<file path="src/source/ldqPkg.sv">
package ldqPkg;

  // queue geometry
  localparam int ENTRY_COUNT = 8;
  localparam int LINE_WIDTH = 16;
  localparam int BANK_COUNT = 16;
  localparam int ID_WIDTH = 6;

  // cache-line address, no offset bits
  typedef logic [LINE_WIDTH-1:0] lineAddrT;

  // one bit per bank inside the line
  typedef logic [BANK_COUNT-1:0] bankMaskT;

  // instruction id of a load
  typedef logic [ID_WIDTH-1:0] loadIdT;

  // per-entry vector, bit i is entry i
  typedef logic [ENTRY_COUNT-1:0] entryVecT;

endpackage
</file>
<file path="src/source/ldqIfs.sv">
`timescale 1ns/1ps

// new load, single-cycle strobe
interface ldqAllocIf;
  import ldqPkg::*;

  logic en;
  lineAddrT addr;
  bankMaskT banks;
  loadIdT id;

  modport receiver (
    input en,
    input addr,
    input banks,
    input id
  );
endinterface

// retire lookup, hit and confl answer in the same cycle
interface ldqRetireIf;
  import ldqPkg::*;

  logic lookup;
  loadIdT id;
  logic hit;
  logic confl;

  modport ctrl (
    output lookup,
    output id,
    input hit,
    input confl
  );

  modport array (
    input lookup,
    input id,
    output hit,
    output confl
  );
endinterface

</file>
<file path="src/source/ldqTop.sv">
`timescale 1ns/1ps

module ldqTop (
  input logic clk,
  input logic rst,
  input logic newEn,
  input ldqPkg::lineAddrT newAddr,
  input ldqPkg::bankMaskT newBanks,
  input ldqPkg::loadIdT newId,
  output logic full,
  input logic chkEn,
  input ldqPkg::lineAddrT chkAddr,
  input ldqPkg::bankMaskT chkBanks,
  input logic retireReq,
  input ldqPkg::loadIdT retireId,
  output logic retireAck,
  output logic retireHit,
  output logic retireConfl
);
  import ldqPkg::*;

  logic regEn;
  lineAddrT regAddr;
  bankMaskT regBanks;

  ldqAllocIf allocBus ();
  ldqRetireIf retireBus ();

  assign allocBus.en = newEn;
  assign allocBus.addr = newAddr;
  assign allocBus.banks = newBanks;
  assign allocBus.id = newId;

  ldqCheckStage i_ldqCheckStage (
    .clk(clk),
    .rst(rst),
    .chkEn(chkEn),
    .chkAddr(chkAddr),
    .chkBanks(chkBanks),
    .regEn(regEn),
    .regAddr(regAddr),
    .regBanks(regBanks)
  );

  ldqArray i_ldqArray (
    .clk(clk),
    .rst(rst),
    .alloc(allocBus.receiver),
    .retire(retireBus.array),
    .regEn(regEn),
    .regAddr(regAddr),
    .regBanks(regBanks),
    .full(full)
  );

  ldqRetireCtrl i_ldqRetireCtrl (
    .clk(clk),
    .rst(rst),
    .retireReq(retireReq),
    .retireId(retireId),
    .retire(retireBus.ctrl),
    .retireAck(retireAck),
    .retireHit(retireHit),
    .retireConfl(retireConfl)
  );

endmodule

</file>
<file path="src/source/ldqRetireCtrl.sv">
`timescale 1ns/1ps

module ldqRetireCtrl (
  input logic clk,
  input logic rst,
  input logic retireReq,
  input ldqPkg::loadIdT retireId,
  ldqRetireIf.ctrl retire,
  output logic retireAck,
  output logic retireHit,
  output logic retireConfl
);
  import ldqPkg::*;

  typedef enum logic [1:0] {
    Idle,
    Lookup,
    Acked,
    Drop
  } stateT;

  stateT state;
  stateT stateNext;
  logic reqReg;
  loadIdT idReg;
  logic hitReg;
  logic conflReg;

  always_ff @(posedge clk) begin
    if (rst) begin
      reqReg <= 1'b0;
    end else begin
      reqReg <= retireReq;
    end
  end

  always_ff @(posedge clk) begin
    if (retireReq) begin
      idReg <= retireId;
    end
  end

  always_comb begin
    stateNext = state;
    case (state)
      Idle: if (reqReg) stateNext = Lookup;
      Lookup: stateNext = Acked;
      Acked: if (!reqReg) stateNext = Drop;
      default: stateNext = Idle;
    endcase
  end

  always_ff @(posedge clk) begin
    if (rst) begin
      state <= Idle;
    end else begin
      state <= stateNext;
    end
  end

  // result held for the whole ack phase
  always_ff @(posedge clk) begin
    if (state == Lookup) begin
      hitReg <= retire.hit;
      conflReg <= retire.confl;
    end
  end

  assign retire.lookup = (state == Lookup);
  assign retire.id = idReg;

  assign retireAck = (state == Acked);
  assign retireHit = hitReg;
  assign retireConfl = conflReg;

  // id must not move during a request
  reqIdStable: assert property (
    @(posedge clk) disable iff (rst)
    retireReq && $past(retireReq) |-> retireId == $past(retireId)
  ) else $error("retireId changed while retireReq high");

endmodule

</file>
<file path="src/source/ldqCheckStage.sv">
`timescale 1ns/1ps

module ldqCheckStage (
  input logic clk,
  input logic rst,
  input logic chkEn,
  input ldqPkg::lineAddrT chkAddr,
  input ldqPkg::bankMaskT chkBanks,
  output logic regEn,
  output ldqPkg::lineAddrT regAddr,
  output ldqPkg::bankMaskT regBanks
);

  always_ff @(posedge clk) begin
    if (rst) begin
      regEn <= 1'b0;
    end else begin
      regEn <= chkEn;
    end
  end

  // address and banks only matter with regEn set
  always_ff @(posedge clk) begin
    if (chkEn) begin
      regAddr <= chkAddr;
      regBanks <= chkBanks;
    end
  end

endmodule

</file>
<file path="src/source/ldqArray.sv">
`timescale 1ns/1ps

module ldqArray (
  input logic clk,
  input logic rst,
  ldqAllocIf.receiver alloc,
  ldqRetireIf.array retire,
  input logic regEn,
  input ldqPkg::lineAddrT regAddr,
  input ldqPkg::bankMaskT regBanks,
  output logic full
);
  import ldqPkg::*;

  entryVecT freeVec;
  entryVecT selVec;
  entryVecT hitVec;
  entryVecT conflVec;
  entryVecT releaseVec;

  // lowest free entry takes the new load
  assign selVec = freeVec & (~freeVec + entryVecT'(1));

  // only the entry holding the id gets freed
  assign releaseVec = hitVec & {ENTRY_COUNT{retire.lookup}};

  for (genvar i = 0; i < ENTRY_COUNT; i++) begin : genEntry
    ldqEntry i_ldqEntry (
      .clk(clk),
      .rst(rst),
      .alloc(alloc),
      .sel(selVec[i]),
      .regEn(regEn),
      .regAddr(regAddr),
      .regBanks(regBanks),
      .lookId(retire.id),
      .releaseEn(releaseVec[i]),
      .isFree(freeVec[i]),
      .idHit(hitVec[i]),
      .confl(conflVec[i])
    );
  end

  assign full = ~|freeVec;

  assign retire.hit = |hitVec;
  assign retire.confl = |conflVec;

  // sender must hold off while the queue is full
  allocWhileFull: assert property (
    @(posedge clk) disable iff (rst)
    alloc.en |-> !full
  ) else $error("load allocated while queue full");

  // ids are unique among held loads
  singleIdHit: assert property (
    @(posedge clk) disable iff (rst)
    retire.lookup |-> $onehot0(hitVec)
  ) else $error("retire id found in more than one entry");

endmodule

</file>
<file path="src/source/ldqEntry.sv">
`timescale 1ns/1ps

module ldqEntry (
  input logic clk,
  input logic rst,
  ldqAllocIf.receiver alloc,
  input logic sel,
  input logic regEn,
  input ldqPkg::lineAddrT regAddr,
  input ldqPkg::bankMaskT regBanks,
  input ldqPkg::loadIdT lookId,
  input logic releaseEn,
  output logic isFree,
  output logic idHit,
  output logic confl
);
  import ldqPkg::*;

  logic valid;
  logic conflFlag;
  lineAddrT addr;
  bankMaskT banks;
  loadIdT id;
  logic write;
  logic newMatch;
  logic heldMatch;

  assign write = alloc.en && sel;

  // load arriving now vs. the registered check
  assign newMatch = regEn && (alloc.addr == regAddr) && (|(alloc.banks & regBanks));

  // held load vs. the registered check
  assign heldMatch = valid && regEn && (addr == regAddr) && (|(banks & regBanks));

  always_ff @(posedge clk) begin
    if (rst) begin
      valid <= 1'b0;
      conflFlag <= 1'b0;
    end else if (write) begin
      valid <= 1'b1;
      conflFlag <= newMatch;
    end else if (releaseEn) begin
      valid <= 1'b0;
      conflFlag <= 1'b0;
    end else if (heldMatch) begin
      conflFlag <= 1'b1;
    end
  end

  // payload
  always_ff @(posedge clk) begin
    if (write) begin
      addr <= alloc.addr;
      banks <= alloc.banks;
      id <= alloc.id;
    end
  end

  assign isFree = ~valid;
  assign idHit = valid && (id == lookId);

  // a check landing in the lookup cycle counts too,
  // otherwise it would be lost when the entry is freed
  assign confl = idHit && (conflFlag || heldMatch);

endmodule

</file>
<file path="config.mk">
export PLATFORM = sky130hd
export DESIGN_NAME = ldqTop
export DESIGN_NICKNAME = d
export VERILOG_FILES = /design/src/source/ldqPkg.sv /design/src/source/ldqIfs.sv /design/src/source/ldqTop.sv /design/src/source/ldqRetireCtrl.sv /design/src/source/ldqCheckStage.sv /design/src/source/ldqArray.sv /design/src/source/ldqEntry.sv
export SDC_FILE = /design/constraint.sdc
export NUM_CORES = 1
export LEC_CHECK = 0
export ABC_CLOCK_PERIOD_IN_PS = 5730
export BUFFER_PORTS_ARGS = -buffer_cell sky130_fd_sc_hd__buf_2
export CELL_PAD_IN_SITES_DETAIL_PLACEMENT = 1
export CELL_PAD_IN_SITES_GLOBAL_PLACEMENT = 1
export CORE_MARGIN = 8
export CORE_UTILIZATION = 52
export DETAILED_ROUTE_END_ITERATION = 8
export PLACE_DENSITY_LB_ADDON = 0.1
export SLEW_MARGIN = 20
export SYNTH_ARGS = -nofsm -noshare
export SYNTH_HDL_FRONTEND = slang
export SYNTH_SLANG_ARGS = --single-unit
</file>
<file path="constraint.sdc">
create_clock -name clk -period 5.73 [get_ports clk]
set_input_delay 0.2865 -clock clk [delete_from_list [all_inputs] [get_ports clk]]
set_output_delay 0.2865 -clock clk [all_outputs]
set_load 0.05 [all_outputs]
</file>
* Yosys cells after proc, flatten, opt, wreduce, memory -nomap -nowiden
Cells that the tools add are included. Widths: inputs -> output; s select.
Storage, ports and cells: flip-flop bits (word level) 364, input bits 81, output and inout bits 4, word-level logic and storage cells 222
Cells by class: add/subtract/negate cells 1, equality and inequality tests 21, muxes and demuxes 43, bitwise operators 20, reductions and logical operators 89
Operators by type and width (count):
- $and 16x16->16 | 9
- $eq 16x16->1 | 9
- $reduce_or 16->1 | 9
- $logic_and 1x1->1 | 50
- $eq 6x6->1 | 8
- $mux 1 | 40
- $reduce_bool 3->1 | 8
- $reduce_or 8->1 | 3
- $and 8x8->8 | 2
- $reduce_bool 2->1 | 8
- $add 8x1->8 const B | 1
- $logic_or 1x1->1 | 8
- $not 1->1 | 8
- $not 8->8 | 1
- $pmux 2 s3 | 1
- $mux 2 | 2
- $eq 2x1->1 const B | 1
- $eq 2x2->1 const B | 1
- $logic_not 2->1 | 1
- $ne 2x1->1 const B | 1
- $ne 2x2->1 const B | 1
- $reduce_and 2->1 | 1
- $logic_not 1->1 | 1

* Depth between registers and ports, before layout
depth in word-level cells 6, mapped depth 8, depth with buffers taken out 8

* Cells and area by module
From an unflattened synthesis, not the netlist that was laid out.
Second synthesis, totals: cells, all modules 1054, area, all modules 16086.7 um^2
Modules (own cells, without submodules):
- ldqEntry | instances 8, cells an instance 121, area an instance 1809.2 um^2, sequential area each 1181.1 um^2
- ldqCheckStage | instances 1, cells an instance 34, area an instance 994.7 um^2, sequential area each 980.9 um^2
- ldqRetireCtrl | instances 1, cells an instance 27, area an instance 441.7 um^2, sequential area each 300.3 um^2
- ldqArray | instances 1, cells an instance 25, area an instance 176.4 um^2, sequential area each 0.0 um^2

* Worst setup path after synthesis
OpenSTA, ideal clock, no wires.
kind register to register, start point register i_ldqArray.genEntry[0].i_ldqEntry.valid, end point register i_ldqArray.genEntry[5].i_ldqEntry.conflFlag, library setup time 0.132 ns, arrival time 4.761 ns, required time 5.598 ns, setup slack 0.836 ns, cell stages (with the launch flop) 5, path buffers 0, period minus slack after synthesis 4.894 ns, path through dfxtp_1 nand3_1 nor4_1 nand3b_1 a21oi_1
On the way: cells in the longest elaborated chain, start to end 6, elaborated cells on any way between the ends 7, classes of those cells add/sub (1); mux (1); bitwise (3); reduce/logical (2)
RTL lines:
- start: declaration | RTL line ldqEntry.sv:19 | logic valid;
- start signal: assignment | RTL line ldqEntry.sv:38 | valid <= 1'b0;
- start signal: assignment | RTL line ldqEntry.sv:41 | valid <= 1'b1;
- start signal: assignment | RTL line ldqEntry.sv:44 | valid <= 1'b0;
- $not 1->1 * | RTL line ldqEntry.sv:60 | assign isFree = ~valid;
- $not 8->8 * | RTL line ldqArray.sv:22 | assign selVec = freeVec & (~freeVec + entryVecT'(1));
- $add 8x1->8 * | RTL line ldqArray.sv:22
- $and 8x8->8 * | RTL line ldqArray.sv:22
- $logic_and 1x1->1 * | RTL line ldqEntry.sv:28 | assign write = alloc.en && sel;
- net i_ldqArray.genEntry[5].i_ldqEntry.write | RTL line ldqEntry.sv:24 | logic write;
- $reduce_bool 3->1 (no source line) / $mux 1 (equally long branches)
- end signal: assignment | RTL line ldqEntry.sv:42 | conflFlag <= newMatch;
- end: declaration | RTL line ldqEntry.sv:20 | logic conflFlag;
The timed path passes the listed nets; every way through them passes the cells marked *. A chain may end at the register's enable or synchronous reset.

* Worst setup path in the final report
start point register i_ldqArray.genEntry[2].i_ldqEntry.valid, end point output port full
On the way: cells in the longest elaborated chain, start to end 3
RTL lines:
- start: declaration | RTL line ldqEntry.sv:19
- start signal: assignment | RTL line ldqEntry.sv:38
- start signal: assignment | RTL line ldqEntry.sv:41
- start signal: assignment | RTL line ldqEntry.sv:44
- $not 1->1 | RTL line ldqEntry.sv:60
- $reduce_or 8->1 | RTL line ldqArray.sv:44 | assign full = ~|freeVec;
- $logic_not 1->1 | RTL line ldqArray.sv:44
- end: declaration | RTL line ldqTop.sv:10 | output logic full,
Every way passes these cells.

==> flow_summary_export.csv <==
group,metric,value,unit
synthesis,synth_edf_count,344,
synthesis,synthFlopType,"edfxtp_1",
final_layout,num_antenna_cells,0,
hold_path,min-delay-start,"newId[3]",
synthesis,synthTopCellsByCount,"edfxtp_1 (344), xnor2_1 (129), xor2_1 (63), nand4_1 (42)",
clocking,cts_buffers,39,
synthesis,synth_fp_nets,936,
hold_path,hold_path_class,"input pin to flip-flop",
detailed_routing,met3WireLength,2590,um
sta,fin_crit_sh,43.8,%
placement,io_buffers,84,
clocking,cts_tree,"yes",
power,ir_drop,0.360,mV
final_layout,drive_above_1_share,16.7,%
clocking,holdBufCountCts,38,
die,die_w,182,um
grt,antenna_found_initial,2,
sta,grt_setup_unrepaired,"false",
synthesis,syn_inst,851,
clocking,root_buffer,"clkbuf_16",
synthesis,avgSynthCellArea,16.8,um2
sta,fin_skew,0.00743,ns
clocking,cts.repair.resized,0,
grt,grt_overflow_total,0,
run,maxCapViolCount,0,
critical_path,required,5.44,ns
sta,setup_tns,0,ns
sta,timing.final.hold_violations,0,
synthesis,synth.most_common_cell,"edfxtp_1",
sta,max_freq,0.398,GHz
final_layout,area_growth,17.0,%
detailed_routing,avgViaCountPerCell,6.06,
placement,dp.cells,1243,
synthesis,ys.warnings.count,0,
critical_path,worst-path-max-fanout,6,
synthesis,ys_types,34,
clocking,cts_htree_levels,2,
final_layout,fillers,2381,
detailed_routing,drt_iter0_markers,543,
sta,layout_setup_ws,3.22,ns
sta,worst_slew_pin_slew,1.08,ns
grt,track_usage,23.6,%
grt,first_global_vias,8952,
clocking,clk_path_buf_depth,3,
die,io_pins,85,
critical_path,crit_start,"i_ldqArray.genEntry[2].i_ldqEntry.valid$_SDFFE_PP0P_",
die,dieArea,33100,um2
detailed_routing,top_layer,"met5",
synthesis,ys_seq_area_share,74.9,%
final_layout,final_util,62.0,%
critical_path,crit_type,"flip-flop to output port",
die,die-height,182,um
synthesis,synth_top_area_cell,"edfxtp_1",
sta,relSlewSlack,28.1,%
detailed_routing,wl_met1,15500,um
placement,dp_slack,3.29,ns
detailed_routing,ant_nets,0,
clocking,cts_sinks,364,
detailed_routing,wl_met2,19600,um
critical_path,worstPathArrival,2.22,ns
synthesis,synth_area,14300,um2
detailed_routing,vias,8177,
critical_path,end_kind,"output port",
placement,place.gp.congestion,0.850,
synthesis,synth_top_area_share,72.1,%
clocking,clk_latency,0.52,ns
synthesis,yosys-top-cells-area,"edfxtp_1 (72%), xnor2_1 (7.9%), xor2_1 (3.8%), dfxtp_1 (2.8%), a221oi_1 (2.1%)",
detailed_routing,drc,0,
sta,fin_crit,2.51,ns
grt,grt_max_degree,41,
synthesis,ys_seq_elements,364,
placement,hpwl,25500,um
detailed_routing,wl,38900,um
power,power_leakage,5.46,nW
die,num_rows,60,
clocking,clkSlewWorstSetupHoldPaths,0.06,ns
detailed_routing,wl_per_cell,28.8,um
synthesis,synthArstFlopShare,0,%
clocking,postCtsSetupRepairBufs,0,
final_layout,final_cells,1350,
sta,final-setup-viol-count,0,
critical_path,worstSetupStartpointType,"flip-flop",
power,p_per_area,355,nW/um2
final_layout,final_nets,1066,
sta,drv_slew,0,
grt,grt_pass1_wl,58000,um
critical_path,reg2reg_from,"i_ldqCheckStage.regBanks[6]$_DFFE_PP_",
die,fp.coreArea,27000,um2
die,start_util,53.0,%
detailed_routing,dr.pass1.iters,5,
run_status,status,"complete, no violations",
-- critical path, stage by stage (launching register included) --
cell and delay [ns]:
dfxtp_1 0.55, nand2_1 0.20, nor2_1 0.34, and3_1 0.31, buf_2 0.30
-- per-stage QoR --
step / instance area [um2] / hold slack, ns / power (mW)
global route: 16800 / 0.0867 / 6.11
detailed placement: 15100 / 0.465 / 3.44
finish: 16800 / 0.0890 / 5.96
global placement: 15100 / 0.463 / 3.42
floorplan: 14300 / 0.385 / 3.28
CTS: 16800 / 0.0741 / 6.00
-- power breakdown --
part / internal [mW] / switching, mW / leakage, nW / total, mW
Sequential: 2.98 / 0.108 / 3.32 / 3.08
Combinational: 0.142 / 0.180 / 1.51 / 0.322
Clock: 1.56 / 0.990 / 0.641 / 2.55
Total: 4.68 / 1.28 / 5.46 / 5.96
-- placed cells by master, fill, tap and decap left out, drive strengths merged --
cell type / instances
a211oi: 1
a21oi: 19
a221oi: 35
a22o: 35
a22oi: 6
a311oi: 1
a31o: 8
and3: 2
and3b: 1
buf: 93
bufinv: 5
clkbuf: 50
clkinv: 14
clkinvlp: 1
dfxtp: 20
dlygate4sd3: 38
edfxtp: 344
ha: 4
inv: 4
mux2: 1
nand2: 21
nand3: 13
nand3b: 6
nand4: 42
nand4b: 2
nor2: 14
nor2b: 3
nor3: 10
nor3b: 1
nor4: 22
or2: 1
xnor2: 129
xor2: 63
-- state kept, by name, indices dropped and copies added (netlist names) --
signal                                    cells
i_ldqCheckStage.regAddr                      16
i_ldqArray.genEntry.i_ldqEntry.valid          8
i_ldqRetireCtrl.retireConfl                   1
i_ldqArray.genEntry.i_ldqEntry.conflFlag      8
i_ldqArray.genEntry.i_ldqEntry.id            48
i_ldqRetireCtrl.state                         2
i_ldqArray.genEntry.i_ldqEntry.addr         128
i_ldqCheckStage.regBanks                     16
i_ldqArray.genEntry.i_ldqEntry.banks        128
i_ldqRetireCtrl.retire.id                     6
i_ldqCheckStage.regEn                         1
i_ldqRetireCtrl.reqReg                        1
i_ldqRetireCtrl.retireHit                     1
-- routing by layer --
metal / GRT usage [%] / up-vias
met5: 0 / -
met4: 7.81 / 4
met3: 4.59 / 85
met2: 40.8 / 334
met1: 29.6 / 4195
li1: - / 3559
-- cell type report --
cell class / instances / area (um2) / area share (%)
clock buffers: 50 / 1090 / 6.50
clock inverters: 19 / 215 / 1.28
inverters: 5 / 18.8 / 0.112
multi-input cells: 440 / 3420 / 20.4
flip-flops and latches: 364 / 10700 / 64.0
well taps: 341 / 427 / 2.54
repair buffers: 131 / 868 / 5.18
-- final timing paths --
check | endpoint | slack (ns) | cells past startpoint
min reg2reg | i_ldqRetireCtrl.state[1]$_SDFFE_PP0P_ | 0.51 | 2
max | full | 3.22 | 4
min | i_ldqArray.genEntry[2].i_ldqEntry.id[3]$_DFFE_PP_ | 0.09 | 1
max reg2reg | i_ldqRetireCtrl.retireConfl$_DFFE_PN_ | 3.23 | 6
-- cell families after synthesis --
family	Yosys count	synth area share, %
buf+inv	47	1.58
fa+ha+maj	4	0.349
flops	364	74.9
compound gates	105	5.98
xor+xnor	192	11.7
simple gates	138	5.41
mux	1	0.0786
(Power assumes the default switching activity.)
